$ cat config.mk
export PLATFORM = sky130hd
export DESIGN_NAME = arena_top
export DESIGN_NICKNAME = d
export VERILOG_FILES = /design/src/rtl/arena_pkg.sv /design/src/rtl/wb_game_regs.sv /design/src/rtl/game_state.sv /design/src/rtl/spawn_dispatcher.sv /design/src/rtl/monster_slot.sv /design/src/rtl/collision_scorer.sv /design/src/rtl/arena_top.sv
export VERILOG_INCLUDE_DIRS = /design/src /design/src/rtl
export SDC_FILE = /design/constraint.sdc
export NUM_CORES = 1
export LEC_CHECK = 0
export ABC_AREA = 1
export ABC_CLOCK_PERIOD_IN_PS = 6650
export BUFFER_PORTS_ARGS = -buffer_cell sky130_fd_sc_hd__buf_2
export CAP_MARGIN = 25
export CORE_MARGIN = 4
export CORE_UTILIZATION = 50
export DETAILED_ROUTE_END_ITERATION = 8
export PLACE_DENSITY = 0.67
export SLEW_MARGIN = 20
export SYNTH_ARGS = -nofsm -noshare
export SYNTH_HDL_FRONTEND = slang
export SYNTH_SLANG_ARGS = --single-unit
$ cat constraint.sdc
create_clock -name Clk -period 6.65 [get_ports Clk]
set_clock_uncertainty 0.2 [all_clocks]
set_input_delay 1.33 -clock Clk [delete_from_list [all_inputs] [get_ports Clk]]
set_output_delay 1.33 -clock Clk [all_outputs]
set_load 0.005 [all_outputs]
$ cat src/rtl/arena_defines.svh
`ifndef ARENA_DEFINES_SVH
`define ARENA_DEFINES_SVH

`define ARENA_COORD_W       10
`define ARENA_SLOTS         4

// Box sizes in pixels
`define ARENA_MON_W         22
`define ARENA_MON_H         22
`define ARENA_PLAYER_W      25
`define ARENA_PLAYER_H      30
`define ARENA_BULLET_SZ     4

// Spawn points, one per arena edge
`define ARENA_SPAWN0_X      12
`define ARENA_SPAWN0_Y      240
`define ARENA_SPAWN1_X      240
`define ARENA_SPAWN1_Y      12
`define ARENA_SPAWN2_X      468
`define ARENA_SPAWN2_Y      240
`define ARENA_SPAWN3_X      240
`define ARENA_SPAWN3_Y      468

`define ARENA_WB_AW         3
`define ARENA_REG_CMD       0
`define ARENA_REG_PLAYER    1
`define ARENA_REG_BULLET    2
`define ARENA_REG_STATUS    3
`define ARENA_REG_SLOT0     4   // Slot i at 4+i

`endif

$ cat src/rtl/arena_pkg.sv
`include "arena_defines.svh"

package arena_pkg;

    // Screen coordinate, x or y
    typedef logic [`ARENA_COORD_W-1:0] coord_t;

    // Kill count
    typedef logic [15:0] score_t;

    typedef enum logic [1:0] {
        ST_START = 2'd0,
        ST_PLAY  = 2'd1,
        ST_DEAD  = 2'd2
    } game_state_t;

endpackage

$ cat src/rtl/wb_game_regs.sv
`include "arena_defines.svh"

module wb_game_regs
    import arena_pkg::*;
(
    input  logic                    Clk,
    input  logic                    rst_n,
    input  logic                    wb_cyc,
    input  logic                    wb_stb,
    input  logic                    wb_we,
    input  logic [`ARENA_WB_AW-1:0] wb_adr,
    input  logic [31:0]             wb_dat_w,
    output logic [31:0]             wb_dat_r,
    output logic                    wb_ack,
    output logic                    start_cmd,
    output coord_t                  player_x,
    output coord_t                  player_y,
    output coord_t                  bullet_x,
    output coord_t                  bullet_y,
    output logic                    bullet_en,
    input  game_state_t             state,
    input  score_t                  score,
    input  logic [`ARENA_SLOTS-1:0] slot_alive,
    input  coord_t                  slot_x [`ARENA_SLOTS],
    input  coord_t                  slot_y [`ARENA_SLOTS]
);

    logic        req;
    logic [31:0] rd_data;

    // x in the low half, y in the high half
    function automatic logic [31:0] pack_xy(input coord_t x, input coord_t y);
        logic [31:0] word;
        word = '0;
        word[`ARENA_COORD_W-1:0] = x;
        word[16 +: `ARENA_COORD_W] = y;
        return word;
    endfunction

    assign req = wb_cyc && wb_stb && !wb_ack;   // Ack drops after one cycle

    always_comb begin
        rd_data = '0;
        case (wb_adr)
            `ARENA_REG_PLAYER: rd_data = pack_xy(player_x, player_y);
            `ARENA_REG_BULLET: begin
                rd_data = pack_xy(bullet_x, bullet_y);
                rd_data[31] = bullet_en;
            end
            `ARENA_REG_STATUS: begin
                rd_data[1:0] = state;
                rd_data[31:16] = score;
            end
            default: ;
        endcase
        // Per-slot status for software rendering
        for (int i = 0; i < `ARENA_SLOTS; i++) begin
            if (wb_adr == `ARENA_REG_SLOT0 + i) begin
                rd_data = pack_xy(slot_x[i], slot_y[i]);
                rd_data[31] = slot_alive[i];
            end
        end
    end

    always_ff @(posedge Clk) begin
        if (!rst_n) begin
            wb_ack    <= 1'b0;
            wb_dat_r  <= '0;
            start_cmd <= 1'b0;
            player_x  <= '0;
            player_y  <= '0;
            bullet_x  <= '0;
            bullet_y  <= '0;
            bullet_en <= 1'b0;
        end else begin
            wb_ack    <= req;
            start_cmd <= 1'b0;
            if (req) begin
                wb_dat_r <= rd_data;
                if (wb_we) begin
                    case (wb_adr)
                        `ARENA_REG_CMD: start_cmd <= wb_dat_w[0];
                        `ARENA_REG_PLAYER: begin
                            player_x <= wb_dat_w[`ARENA_COORD_W-1:0];
                            player_y <= wb_dat_w[16 +: `ARENA_COORD_W];
                        end
                        `ARENA_REG_BULLET: begin
                            bullet_x  <= wb_dat_w[`ARENA_COORD_W-1:0];
                            bullet_y  <= wb_dat_w[16 +: `ARENA_COORD_W];
                            bullet_en <= wb_dat_w[31];
                        end
                        default: ;  // Status and slots read only
                    endcase
                end
            end
        end
    end

endmodule

$ cat src/rtl/game_state.sv
module game_state
    import arena_pkg::*;
(
    input  logic        Clk,
    input  logic        rst_n,
    input  logic        start_cmd,
    input  logic        player_dead,
    output game_state_t state,
    output logic        restart
);

    always_ff @(posedge Clk) begin
        if (!rst_n) begin
            state   <= ST_START;
            restart <= 1'b0;
        end else begin
            restart <= 1'b0;
            case (state)
                ST_START,
                ST_DEAD: begin
                    if (start_cmd) begin
                        state   <= ST_PLAY;
                        restart <= 1'b1;    // Clears slots and score
                    end
                end
                ST_PLAY: begin
                    if (player_dead) begin
                        state <= ST_DEAD;
                    end
                end
                default: state <= ST_START;
            endcase
        end
    end

endmodule

$ cat src/rtl/spawn_dispatcher.sv
`include "arena_defines.svh"

module spawn_dispatcher
    import arena_pkg::*;
(
    input  logic                    Clk,
    input  logic                    rst_n,
    input  logic                    frame_tick,
    input  game_state_t             state,
    input  logic                    restart,
    input  logic [`ARENA_SLOTS-1:0] slot_alive,
    output logic [`ARENA_SLOTS-1:0] spawn_load,
    output coord_t                  spawn_x,
    output coord_t                  spawn_y
);

    logic [1:0]              spawn_idx;
    logic [`ARENA_SLOTS-1:0] free_pick;
    logic                    fire;

    // Lowest zero bit of the alive mask, all zero when full
    assign free_pick = ~slot_alive & (slot_alive + 1'b1);

    assign fire = frame_tick && (state == ST_PLAY) && !restart;

    assign spawn_load = fire ? free_pick : '0;

    always_ff @(posedge Clk) begin
        if (!rst_n || restart) begin
            spawn_idx <= 2'd0;
        end else if (|spawn_load) begin
            spawn_idx <= spawn_idx + 2'd1;
        end
    end

    // Spawn table
    always_comb begin
        case (spawn_idx)
            2'd0: begin
                spawn_x = coord_t'(`ARENA_SPAWN0_X);
                spawn_y = coord_t'(`ARENA_SPAWN0_Y);
            end
            2'd1: begin
                spawn_x = coord_t'(`ARENA_SPAWN1_X);
                spawn_y = coord_t'(`ARENA_SPAWN1_Y);
            end
            2'd2: begin
                spawn_x = coord_t'(`ARENA_SPAWN2_X);
                spawn_y = coord_t'(`ARENA_SPAWN2_Y);
            end
            default: begin
                spawn_x = coord_t'(`ARENA_SPAWN3_X);
                spawn_y = coord_t'(`ARENA_SPAWN3_Y);
            end
        endcase
    end

endmodule

$ cat src/rtl/monster_slot.sv
`include "arena_defines.svh"

module monster_slot
    import arena_pkg::*;
(
    input  logic   Clk,
    input  logic   rst_n,
    input  logic   frame_tick,
    input  logic   restart,
    input  logic   spawn_load,
    input  coord_t spawn_x,
    input  coord_t spawn_y,
    input  coord_t player_x,
    input  coord_t player_y,
    input  coord_t pix_x,
    input  coord_t pix_y,
    input  logic   pix_valid,
    input  logic   kill,
    output logic   alive,
    output coord_t mon_x,
    output coord_t mon_y,
    output logic   mon_hit
);

    localparam int unsigned EW = `ARENA_COORD_W + 1;

    logic [`ARENA_COORD_W:0] x_end;
    logic [`ARENA_COORD_W:0] y_end;
    logic                    in_x;
    logic                    in_y;

    // One extra bit so the box edge never wraps
    assign x_end = {1'b0, mon_x} + EW'(`ARENA_MON_W);
    assign y_end = {1'b0, mon_y} + EW'(`ARENA_MON_H);

    assign in_x = (pix_x >= mon_x) && ({1'b0, pix_x} < x_end);
    assign in_y = (pix_y >= mon_y) && ({1'b0, pix_y} < y_end);

    assign mon_hit = pix_valid && alive && in_x && in_y;

    always_ff @(posedge Clk) begin
        if (!rst_n) begin
            alive <= 1'b0;
            mon_x <= '0;
            mon_y <= '0;
        end else if (restart || kill) begin
            alive <= 1'b0;                  // No move on a kill
        end else if (spawn_load) begin
            alive <= 1'b1;
            mon_x <= spawn_x;
            mon_y <= spawn_y;
        end else if (frame_tick && alive) begin
            // Chase step, one pixel per axis
            if (mon_x < player_x) begin
                mon_x <= mon_x + 1'b1;
            end else if (mon_x > player_x) begin
                mon_x <= mon_x - 1'b1;
            end
            if (mon_y < player_y) begin
                mon_y <= mon_y + 1'b1;
            end else if (mon_y > player_y) begin
                mon_y <= mon_y - 1'b1;
            end
        end
    end

endmodule

$ cat src/rtl/collision_scorer.sv
`include "arena_defines.svh"

module collision_scorer
    import arena_pkg::*;
(
    input  logic                    Clk,
    input  logic                    rst_n,
    input  coord_t                  pix_x,
    input  coord_t                  pix_y,
    input  logic                    pix_valid,
    input  coord_t                  player_x,
    input  coord_t                  player_y,
    input  coord_t                  bullet_x,
    input  coord_t                  bullet_y,
    input  logic                    bullet_en,
    input  logic [`ARENA_SLOTS-1:0] mon_hit,
    input  game_state_t             state,
    input  logic                    restart,
    output logic [`ARENA_SLOTS-1:0] kill,
    output logic                    player_dead,
    output score_t                  score
);

    localparam int unsigned EW = `ARENA_COORD_W + 1;

    logic bullet_hit;
    logic player_hit;
    logic in_play;
    logic [$clog2(`ARENA_SLOTS+1)-1:0] kill_cnt;

    // Pixel inside a w by h box anchored at its top left corner
    function automatic logic in_box(input coord_t bx, input coord_t by,
                                    input int unsigned w, input int unsigned h);
        logic [`ARENA_COORD_W:0] x_end;
        logic [`ARENA_COORD_W:0] y_end;
        x_end = {1'b0, bx} + EW'(w);
        y_end = {1'b0, by} + EW'(h);
        return (pix_x >= bx) && ({1'b0, pix_x} < x_end) &&
               (pix_y >= by) && ({1'b0, pix_y} < y_end);
    endfunction

    assign in_play    = (state == ST_PLAY);
    assign bullet_hit = pix_valid && bullet_en &&
                        in_box(bullet_x, bullet_y, `ARENA_BULLET_SZ, `ARENA_BULLET_SZ);
    assign player_hit = pix_valid &&
                        in_box(player_x, player_y, `ARENA_PLAYER_W, `ARENA_PLAYER_H);

    assign kill        = (in_play && bullet_hit) ? mon_hit : '0;
    assign player_dead = in_play && player_hit && (|mon_hit);

    always_comb begin
        kill_cnt = '0;
        for (int i = 0; i < `ARENA_SLOTS; i++) begin
            kill_cnt = kill_cnt + kill[i];
        end
    end

    // Kill mask is empty outside play, so score holds there
    always_ff @(posedge Clk) begin
        if (!rst_n || restart) begin
            score <= '0;
        end else begin
            score <= score + score_t'(kill_cnt);
        end
    end

endmodule

$ cat src/rtl/arena_top.sv
`include "arena_defines.svh"

module arena_top
    import arena_pkg::*;
(
    input  logic                    Clk,
    input  logic                    rst_n,
    input  logic                    wb_cyc,
    input  logic                    wb_stb,
    input  logic                    wb_we,
    input  logic [`ARENA_WB_AW-1:0] wb_adr,
    input  logic [31:0]             wb_dat_w,
    output logic [31:0]             wb_dat_r,
    output logic                    wb_ack,
    input  coord_t                  pix_x,
    input  coord_t                  pix_y,
    input  logic                    pix_valid,
    input  logic                    frame_tick
);

    logic                    start_cmd;
    coord_t                  player_x;
    coord_t                  player_y;
    coord_t                  bullet_x;
    coord_t                  bullet_y;
    logic                    bullet_en;
    game_state_t             state;
    logic                    restart;
    logic                    player_dead;
    score_t                  score;
    logic [`ARENA_SLOTS-1:0] spawn_load;
    coord_t                  spawn_x;
    coord_t                  spawn_y;
    logic [`ARENA_SLOTS-1:0] slot_alive;
    logic [`ARENA_SLOTS-1:0] mon_hit;
    logic [`ARENA_SLOTS-1:0] kill;
    coord_t                  slot_x [`ARENA_SLOTS];
    coord_t                  slot_y [`ARENA_SLOTS];

    wb_game_regs wb_game_regs_i (.*);

    game_state game_state_i (.*);

    spawn_dispatcher spawn_dispatcher_i (.*);

    for (genvar i = 0; i < `ARENA_SLOTS; i++) begin : g_slot
        monster_slot monster_slot_i (
            .Clk        (Clk),
            .rst_n      (rst_n),
            .frame_tick (frame_tick),
            .restart    (restart),
            .spawn_load (spawn_load[i]),
            .spawn_x    (spawn_x),
            .spawn_y    (spawn_y),
            .player_x   (player_x),
            .player_y   (player_y),
            .pix_x      (pix_x),
            .pix_y      (pix_y),
            .pix_valid  (pix_valid),
            .kill       (kill[i]),
            .alive      (slot_alive[i]),
            .mon_x      (slot_x[i]),
            .mon_y      (slot_y[i]),
            .mon_hit    (mon_hit[i])
        );
    end

    collision_scorer collision_scorer_i (.*);

endmodule

# After elaboration in Yosys (flattened, before gate mapping)
# Cells that the tools add are included.
dict set report totals {
  reg_bits 180
  latch_bits 0
  ramBits 0
  mem_bits_ro 0
  in_bits 62
  out_inout_bits 33
  word_cells 249
  memories 0
}
dict set report op_classes {
  n_addsub 34
  multipliers 0
  div 0
  order_cmp 40
  n_eq_ne 13
  shifts 0
  n_mux 47
  n_bitwise 7
  n_reduce_logical 84
}
# op count
set ops {}
lappend ops {{$mux W10} 32}
lappend ops {{$lt A10 B11 Y1} 12}
lappend ops {{$mux W32} 4}
lappend ops {{$ge A10 B10 Y1} 12}
lappend ops {{$add A10 B5 Y11 const B} 10}
lappend ops {{$add A10 B1 Y10 const B} 8}
lappend ops {{$gt A10 B10 Y1} 8}
lappend ops {{$lt A10 B10 Y1} 8}
lappend ops {{$sub A10 B1 Y10 const B} 8}
lappend ops {{$pmux W16 S3} 1}
lappend ops {{$logic_and A1 B1 Y1} 40}
lappend ops {{$pmux W9 S2} 2}
lappend ops {{$reduce_and A3 Y1} 10}
lappend ops {{$reduce_bool A3 Y1} 8}
lappend ops {{$add A10 B3 Y11 const B} 2}
lappend ops {{$add A16 B3 Y16} 1}
lappend ops {{$pmux W8 S2} 1}
lappend ops {{$eq A3 B3 Y1 const B} 4}
lappend ops {{$reduce_or A2 Y1} 6}
lappend ops {{$mux W4} 2}
lappend ops {{$reduce_bool A2 Y1} 4}
lappend ops {{$reduce_or A4 Y1} 2}
lappend ops {{$add A3 B1 Y3} 2}
lappend ops {{$eq A3 B2 Y1 const B} 2}
lappend ops {{other kinds (21)} 36}

# Logic depth before layout (Yosys ltp)
# Gate-level depths: netlist of run 1.
dict set report depth {
  depth_word 12
  ltp_mapped 34
  depth_no_buf 33
}

# Hierarchy
# A second synthesis of run 1 with hierarchy kept.
dict set report unflattened {
  hier_cells 3418
  area_unflattened_um2 22105.0
}
# mod instances cells_per_inst area_per_inst_um2 seq_area_each_um2
set by_module_without_submodules {}
lappend by_module_without_submodules {{monster_slot (g_slot[0].monster_slot_i ...)} 3 572 3664.8 420.4}
lappend by_module_without_submodules {{monster_slot (g_slot[1].monster_slot_i)} 1 571 3658.5 420.4}
lappend by_module_without_submodules {wb_game_regs 1 564 3657.3 1381.3}
lappend by_module_without_submodules {collision_scorer 1 494 3321.9 320.3}
lappend by_module_without_submodules {spawn_dispatcher 1 58 359.1 40.0}
lappend by_module_without_submodules {game_state 1 15 113.9 60.1}

# Worst setup path before layout of run 1
# No wires, ideal clock.
dict set report synth_path {
  kind {in2reg}
  from {input port pix_x[0]}
  to {register collision_scorer_i.score[15]}
  setup_time_ns 0.070
  arrival_time_ns 5.030
  required_time_ns 6.380
  path_slack_ns 1.350
  cell_stages 29
  path_buffers 1
  cell_sequence {inv_1 -> ha_1 -> o21ai_0 -> nand2_1 -> nand3_1 -> nand3_1 -> nand2_1 -> inv_1 -> nand3_1 -> nor2_1 -> nand2_1 -> buf_2 -> inv_1 -> ha_1 -> inv_1 -> fa_1 -> inv_1 -> ha_1 -> ha_1 -> nand3_1 -> nand2_1 -> nand2_1 -> nor2_1 -> nand2_1 -> nor4_1 -> nand2_1 -> nor3_1 -> o21ai_0 -> a21oi_1}
}
dict set report synth_via {
  elab_chain_len 11
  elab_cells_between_ends 32
  classes_between {add/sub (4); order compare (10); mux (1); reduce/logical (17)}
}
# element line_no
set synth_rtl {}
lappend synth_rtl {{start, declared} arena_top.sv:15} ;# input coord_t pix_x,
lappend synth_rtl {{$lt A10 B11 Y1 / $ge A10 B10 Y1 (equally long branches)} collision_scorer.sv:38} ;# return (pix_x >= bx) && ({1'b0, pix_x} < x_end) &&
lappend synth_rtl {{$logic_and A1 B1 Y1 (2 in a row)} collision_scorer.sv:38}
lappend synth_rtl {{$logic_and A1 B1 Y1} collision_scorer.sv:39} ;# (pix_y >= by) && ({1'b0, pix_y} < y_end);
lappend synth_rtl {{$logic_and A1 B1 Y1} collision_scorer.sv:43} ;# assign bullet_hit = pix_valid && bullet_en &&
lappend synth_rtl {{$logic_and A1 B1 Y1} collision_scorer.sv:48} ;# assign kill = (in_play && bullet_hit) ? mon_hit : '0;
lappend synth_rtl {{$mux W4 (*)} collision_scorer.sv:48}
lappend synth_rtl {{$add A1 B1 Y2} collision_scorer.sv:54} ;# kill_cnt = kill_cnt + kill[i];
lappend synth_rtl {{$add A3 B1 Y3} collision_scorer.sv:54}
lappend synth_rtl {{$add A3 B1 Y3 (*)} collision_scorer.sv:54}
lappend synth_rtl {{$add A16 B3 Y16 (*)} collision_scorer.sv:63} ;# score <= score + score_t'(kill_cnt);
lappend synth_rtl {{end signal, assigned} collision_scorer.sv:63}
lappend synth_rtl {{end, declared} collision_scorer.sv:21} ;# output score_t score
# Mark *: on every way between the ends. The rest lies on a longest branch, timed or not.
# A chain may end at the register's enable or synchronous reset.

# Worst setup path in the final report of run 1
dict set report layout_path {
  from {register g_slot[0].monster_slot_i.mon_y[1]}
  to {register collision_scorer_i.score[15]}
}
dict set report layout_via {
  elab_chain_len 9
  elab_cells_between_ends 10
  classes_between {add/sub (5); order compare (2); mux (1); reduce/logical (2)}
}
# element line_no
set layout_rtl {}
lappend layout_rtl {{start, declared} monster_slot.sv:21} ;# output coord_t mon_y,
lappend layout_rtl {{start signal, assigned} monster_slot.sv:51} ;# mon_y <= spawn_y;
lappend layout_rtl {{start signal, assigned} monster_slot.sv:60} ;# mon_y <= mon_y + 1'b1;
lappend layout_rtl {{start signal, assigned} monster_slot.sv:62} ;# mon_y <= mon_y - 1'b1;
lappend layout_rtl {{$add A10 B5 Y11} monster_slot.sv:34} ;# assign y_end = {1'b0, mon_y} + EW'(`ARENA_MON_H);
lappend layout_rtl {{$lt A10 B11 Y1} monster_slot.sv:37} ;# assign in_y = (pix_y >= mon_y) && ({1'b0, pix_y} < y_end);
lappend layout_rtl {{$logic_and A1 B1 Y1 (*)} monster_slot.sv:37}
lappend layout_rtl {{$logic_and A1 B1 Y1 (*)} monster_slot.sv:39} ;# assign mon_hit = pix_valid && alive && in_x && in_y;
lappend layout_rtl {{$mux W4 (*)} collision_scorer.sv:48}
lappend layout_rtl {{$add A1 B1 Y2 (*)} collision_scorer.sv:54}
lappend layout_rtl {{$add A3 B1 Y3 (*) (2 in a row)} collision_scorer.sv:54}
lappend layout_rtl {{$add A16 B3 Y16 (*)} collision_scorer.sv:63}
# Marked as above.

==> results.cfg, run 1 <==
[outcome]
run_status = complete, no violations

[power_and_ir_drop]
p_leak_uw = 0.01057
power_density_nw_per_um2 = 124.7
highest_ir_drop_seen_on_vdd_mv = 0.1949

[final_layout]
count_of_filler_cells_inserted_in_the_layout = 4003
antenna_cells = 0
area_growth_from_synthesis_to_layout_pct = 6.959
drive_above_1_share_pct = 5.768
finish.net_count = 3539

[timing]
final_max_slew_viol_count = 0
setup_tns_ns = 0
report.final.hold_viol_count = 0
setup_viol = 0
hold-worst-slack_ns = 0.2644
layout_worst_path_cycle_share_pct = 88.24
grt_setup_unrepaired = false
maxSlewHeadroom_pct = 30.29
final.setup.worst_slack_ns = 0.7821
min_period_ns = 5.868
fmax_mhz = 170.4
tightest_slew_ns = 1.043

[clocking]
number_of_hold_repair_buffers_added_at_the_cts_stage = 0
post-cts-setup-buffer-count = 0
tritoncts = built
cts_resized = 0
ctsLongestPathBuffers = 2
cts_h_tree_depth = 4
worst_skew_pair.late_latency_ns = 0.49
clockRootBuffer = sky130_fd_sc_hd__clkbuf_16
cts.clk_slew.worst_paths_ns = 0.08
cts.sink_count = 174
tritoncts.num_buffers = 17

[placement]
port-buffer-count = 77
place.detailed.hpwl_um = 50750
gp_routability_congestion = 0.9235
dp_slack_ns = 0.6758

[worst_setup_path]
crit_type = reg -> reg
path_delay_family = simple AND/OR/NAND/NOR gates
crit-reg2reg-launch = g_slot[0].monster_slot_i.mon_y[1]
crit_arrival_ns = 6.10
critPathMaxStageDelay_ns = 0.56
worst-path-max-fanout = 7
cp_slowest_cell = sky130_fd_sc_hd__dfxtp_1
crit_path_start = g_slot[0].monster_slot_i.mon_y[1]
critical_path_required_ns = 6.88
worst_setup_path_start_kind = flop
worst_r2r_path_depth = 31
endpoint_kind = flop
critical_path.reg2reg.endpoint = collision_scorer_i.score[15]
crit_buf_inv = 5
r2r_setup_slack_ns = 0.78

[routing]
firstDrtPassIters = 8
drt-wirelength-per-cell_um = 18.60
drc = 0
dr_total_vias = 20875
detail_route.iter0.violations = 1767
drtAntennaViolNets = 0
vias_per_cell = 5.781
wl_um = 67150

[grt]
grt_util_met2_pct = 47.66
number_of_global_route_vias_before_repair = 19287
global_route.usage.met1_pct = 38.68
groute.usage.overall_pct = 29.61
maximum_number_of_pins_on_one_net_before_global_route_repair = 100
gr-usage-met3_pct = 5.217
globalRoute.totalOverflow = 0
grt_first_pass_wirelength_um = 103800
grt_antenna_before_repair = 1
top_usage_layer = met2

[synth]
synth.top_cells.by_count = 696 x sky130_fd_sc_hd__nand2_1, 394 x sky130_fd_sc_hd__ha_1, 328 x sky130_fd_sc_hd__inv_1
ys_seq_elements = 174
syn_area_um2 = 20280
yosysMostFrequentCell = sky130_fd_sc_hd__nand2_1
netlist_top_cells_area = sky130_fd_sc_hd__ha_1 24%, sky130_fd_sc_hd__dfxtp_1 17%, sky130_fd_sc_hd__nand2_1 13%
synth.top_cell.area_share_pct = 24.31
yosysUniqueCellTypes = 54
synth.avg_cell_area_um2 = 6.693
synth_enable_flop_cells = 0
yosys.area.top_type = sky130_fd_sc_hd__ha_1
synth-async-reset-ratio_pct = 0
yosys_warnings = 0
synth_sequential_area_ratio_pct = 17.18
synthFlopType = sky130_fd_sc_hd__dfxtp_1
syn-instance-count = 3030

[hold_path]
timing.hold.worst.start = wb_game_regs_i.wb_dat_r[30]
hold-path-cell-count = 2
timing.hold.worst_endpoint = wb_game_regs_i.wb_dat_r[30]
hold_path_class = reg -> reg

[die]
floorplan.initialDensity_pct = 50.81
core-area_um2 = 39910
die_height_um = 209.4
dieArea_um2 = 43850
ioPinCount = 95
rows = 73
chip_width_um = 209.4

[flow_run]
cap_violations = 0
## metrics by stage
step	utilization, %	std cells	total power, uW	cell area (um^2)
after floorplan	-	3035	1504	20300
after global placement	52.85	3578	1653	21100
after detailed placement	52.85	3578	1673	21100
after CTS	54.28	3610	2701	21660
after global routing	54.35	3611	2830	21690
final	54.35	3611	2705	21690
## cell families after synthesis
| group | count (synthesis) | synth area share (%) |
|---|---|---|
| DFF | 174 | 17.18 |
| AOI/OAI and AO/OA | 614 | 16.84 |
| adders and majority gates | 404 | 25.29 |
| buffers and inverters | 410 | 8.039 |
| other | 1 | 0.01849 |
| and+or+nand+nor | 1310 | 27.58 |
| xor gates and xnor gates | 117 | 5.053 |
## power by group
| part | total (uW) | switching (uW) | internal (uW) |
|---|---|---|---|
| Sequential | 1050 | 4.99 | 1050 |
| Clock | 1040 | 542 | 497 |
| Combinational | 615 | 404 | 210 |
| Total | 2710 | 951 | 1750 |
## flip-flops by register name, summed over array words and instances, names as in the netlist
register                      count
game_state_i.restart              1
wb_game_regs_i.wb_ack             1
wb_game_regs_i.bullet_en          1
wb_game_regs_i.bullet_y          10
wb_game_regs_i.bullet_x          10
wb_game_regs_i.player_x          10
wb_game_regs_i.wb_dat_r          26
g_slot.monster_slot_i.alive       4
collision_scorer_i.score         16
wb_game_regs_i.player_y          10
g_slot.monster_slot_i.mon_y      40
game_state_i.state                2
g_slot.monster_slot_i.mon_x      40
spawn_dispatcher_i.spawn_idx      2
wb_game_regs_i.start_cmd          1
## cells in the final DEF, fill, tap and decap left out, drive strengths merged, types with 7 or more instances in the layout
cell	Yosys	layout
nand2	699	699
ha	394	394
inv	334	343
nor2	338	338
a21oi	273	273
o21ai	217	217
dfxtp	174	174
nand3	124	124
xor2	101	101
buf	26	93
nand4	70	70
nor3	34	34
o221ai	26	26
clkbuf	48	17
o211ai	16	16
xnor2	16	16
or2	16	16
a21o	15	15
o21bai	15	15
nand3b	14	14
o21a	14	14
o22ai	12	12
fa	10	10
a211oi	9	9
nor3b	7	7
## per-layer routing
metal  wire length, um  vias to the layer above
met5                 0                        -
met2             29490                      852
met1             28580                     9557
met4              3515                        0
met3              5567                      179
li1                  -                    10287
## final cells by class
type | count | area (um^2) | area share [%]
Multi-Input combinational cell | 2451 | 15190 | 70.05
Clock buffer | 17 | 425.4 | 1.961
Clock inverter | 15 | 142.6 | 0.6576
Tap cell | 525 | 656.9 | 3.028
Inverter | 336 | 1261 | 5.814
Timing Repair Buffer | 93 | 528.0 | 2.434
Sequential cell | 174 | 3483 | 16.06
## worst max path at each step
stage                                         to  cells after the start
finish              collision_scorer_i.score[15]                     31
global route        collision_scorer_i.score[14]                     31
CTS                 collision_scorer_i.score[15]                     31
detailed placement  collision_scorer_i.score[15]                     27
global placement    collision_scorer_i.score[14]                     28
floorplan           collision_scorer_i.score[15]                     29
## tightest hold or removal path, cell delays in order (launching register included)
cell	delay (ns)
sky130_fd_sc_hd__dfxtp_1	0.31
sky130_fd_sc_hd__nand2_1	0.06
sky130_fd_sc_hd__a21oi_1	0.05
No activity file was read; power rests on OpenSTA's default activity.
==> inputs of run 2 (changes only) <==
- CORE_MARGIN: 4 -> not set
- CORE_UTILIZATION: 50 -> 64
- PLACE_DENSITY: 0.67 -> 0.83
==> run 2 against run 1 <==
  * Wire length is 2.1% lower
  * Global-route usage is 11 points higher
  * Core utilization up 16 points
  * Largest cell class unchanged
  * Critical path type unchanged
  * Highest routed layer unchanged
==> results.cfg, run 2 (same netlist as run 1, synthesis figures left out) <==
[worst_setup_path]
endpoint_kind = flop
crit_arrival_ns = 6.24
critical_path_required_ns = 6.85
r2r_setup_slack_ns = 0.61
path_delay_family = simple AND/OR/NAND/NOR gates
worst_setup_path_endpoint = collision_scorer_i.score[15]
critPathMaxStageDelay_ns = 0.52
cp_slowest_cell = sky130_fd_sc_hd__dfxtp_1
worst_r2r_path_depth = 31
crit_path_start = g_slot[0].monster_slot_i.mon_x[1]
worst_setup_path_start_kind = flop
crit_type = reg -> reg
worst-path-max-fanout = 9
crit_buf_inv = 5
critical_path.reg2reg.endpoint = collision_scorer_i.score[15]
crit-reg2reg-launch = g_slot[0].monster_slot_i.mon_x[1]
cp_num_cells = 31

[clocking]
tritoncts.num_buffers = 17
cts_h_tree_depth = 4
worst_skew_pair.late_latency_ns = 0.47
cts_resized = 0
ctsLongestPathBuffers = 2
tritoncts = built
clockRootBuffer = sky130_fd_sc_hd__clkbuf_16
cts.sink_count = 174
post-cts-setup-buffer-count = 0
number_of_hold_repair_buffers_added_at_the_cts_stage = 0
cts.clk_slew.worst_paths_ns = 0.08

[final_layout]
leading_cell_type_in_the_layout_fill_and_taps_excluded = sky130_fd_sc_hd__nand2_1
seqCellArea_um2 = 3483
multi_input_area_um2 = 15200
largest_registers = g_slot.monster_slot_i.mon_x x40, g_slot.monster_slot_i.mon_y x40, wb_game_regs_i.wb_dat_r x26
count_of_filler_cells_inserted_in_the_layout = 2772
antenna_cells = 0
most-common-layout-cells = 696 x sky130_fd_sc_hd__nand2_1, 394 x sky130_fd_sc_hd__ha_1, 328 x sky130_fd_sc_hd__inv_1, 326 x sky130_fd_sc_hd__nor2_1, 273 x sky130_fd_sc_hd__a21oi_1
drive_above_1_share_pct = 6.016
area_growth_from_synthesis_to_layout_pct = 6.934
finish.net_count = 3545

[hold_path]
timing.hold.worst.start = collision_scorer_i.score[11]
hold-path-cell-count = 2
hold_path_class = reg -> reg

[timing]
tightest_slew_ns = 1.010
min_period_ns = 6.036
setup_tns_ns = 0
grt_setup_unrepaired = false
hold-worst-slack_ns = 0.2609
setup_viol = 0
final_max_slew_viol_count = 0
fmax_mhz = 165.7
report.final.hold_viol_count = 0
maxSlewHeadroom_pct = 32.45
layout_worst_path_cycle_share_pct = 90.77

[outcome]
run_status = complete, no violations

[die]
core-area_um2 = 30910
rows = 64
floorplan.initialDensity_pct = 65.61
die_height_um = 180.0
ioPinCount = 95
chip_width_um = 180.0
dieArea_um2 = 32400

[routing]
detail_route.iter0.violations = 2075
drtAntennaViolNets = 0
firstDrtPassIters = 6
wl_um = 65750
dr_total_vias = 21373
vias_per_cell = 6.128
drt-wirelength-per-cell_um = 18.85
drc = 0

[grt]
maximum_number_of_pins_on_one_net_before_global_route_repair = 100
grt_antenna_before_repair = 0
number_of_global_route_vias_before_repair = 20620
grt_first_pass_wirelength_um = 104800
groute.usage.overall_pct = 40.58
globalRoute.totalOverflow = 0

[placement]
port-buffer-count = 77
place.detailed.hpwl_um = 50310
gp_routability_congestion = 1.024

[power_and_ir_drop]
p_leak_uw = 0.01066
power_density_nw_per_um2 = 130.8
highest_ir_drop_seen_on_vdd_mv = 0.1989

[flow_run]
cap_violations = 0
## run 2: metal layers
metal | track usage (%) | wire length (um) | vias to the layer above
met5 | 0 | 0 | -
met4 | 28.58 | 4910 | 0
met3 | 5.497 | 5857 | 289
met2 | 67.39 | 29160 | 1069
met1 | 48.59 | 25820 | 9703
li1 | - | - | 10312
## run 2: tightest hold or removal path, delay by kind of cell (launching register included)
| kind | cells | cell delay, ns |
|---|---|---|
| flops | 1 | 0.31 |
| compound gates | 1 | 0.05 |
| simple gates | 1 | 0.06 |
## run 2: where the power goes
| part | internal [uW] | total, uW | switching, uW |
|---|---|---|---|
| clock network | 657 | 1160 | 506 |
| registers | 1050 | 1050 | 4.91 |
| logic | 214 | 623 | 409 |
| total | 1920 | 2840 | 920 |
## run 2: per-stage QoR
stage / worst slack [ns] / util, % / area [um^2] / std cells / total power, uW
after global placement: 0.5219 / 67.80 / 20960 / 3453 / 1650
after CTS: 0.5263 / 70.04 / 21650 / 3487 / 2824
after floorplan: 1.350 / - / 20300 / 3035 / 1504
after detailed placement: 0.4041 / 67.90 / 20990 / 3455 / 1676
final: 0.6140 / 70.16 / 21690 / 3488 / 2837
after global routing: 0.09432 / 70.16 / 21690 / 3488 / 2957
## run 2: final cells by class
class | count | share of cell area [%]
sequential | 174 | 16.06
clock buffer | 18 | 2.025
tap | 396 | 2.285
inverter | 336 | 5.816
multi-input combinational | 2451 | 70.07
timing repair buffer | 99 | 2.723
clock inverter | 14 | 1.015
## run 2: worst min path at each step
stage                                   end  slack [ns]
6_report        wb_game_regs_i.wb_dat_r[27]        0.26
5_1_grt          wb_game_regs_i.wb_dat_r[9]        0.28
4_1_cts         wb_game_regs_i.wb_dat_r[30]        0.26
3_5_place_dp     wb_game_regs_i.wb_dat_r[2]        0.25
3_3_place_gp    wb_game_regs_i.wb_dat_r[27]        0.25
2_1_floorplan  collision_scorer_i.score[15]        0.22
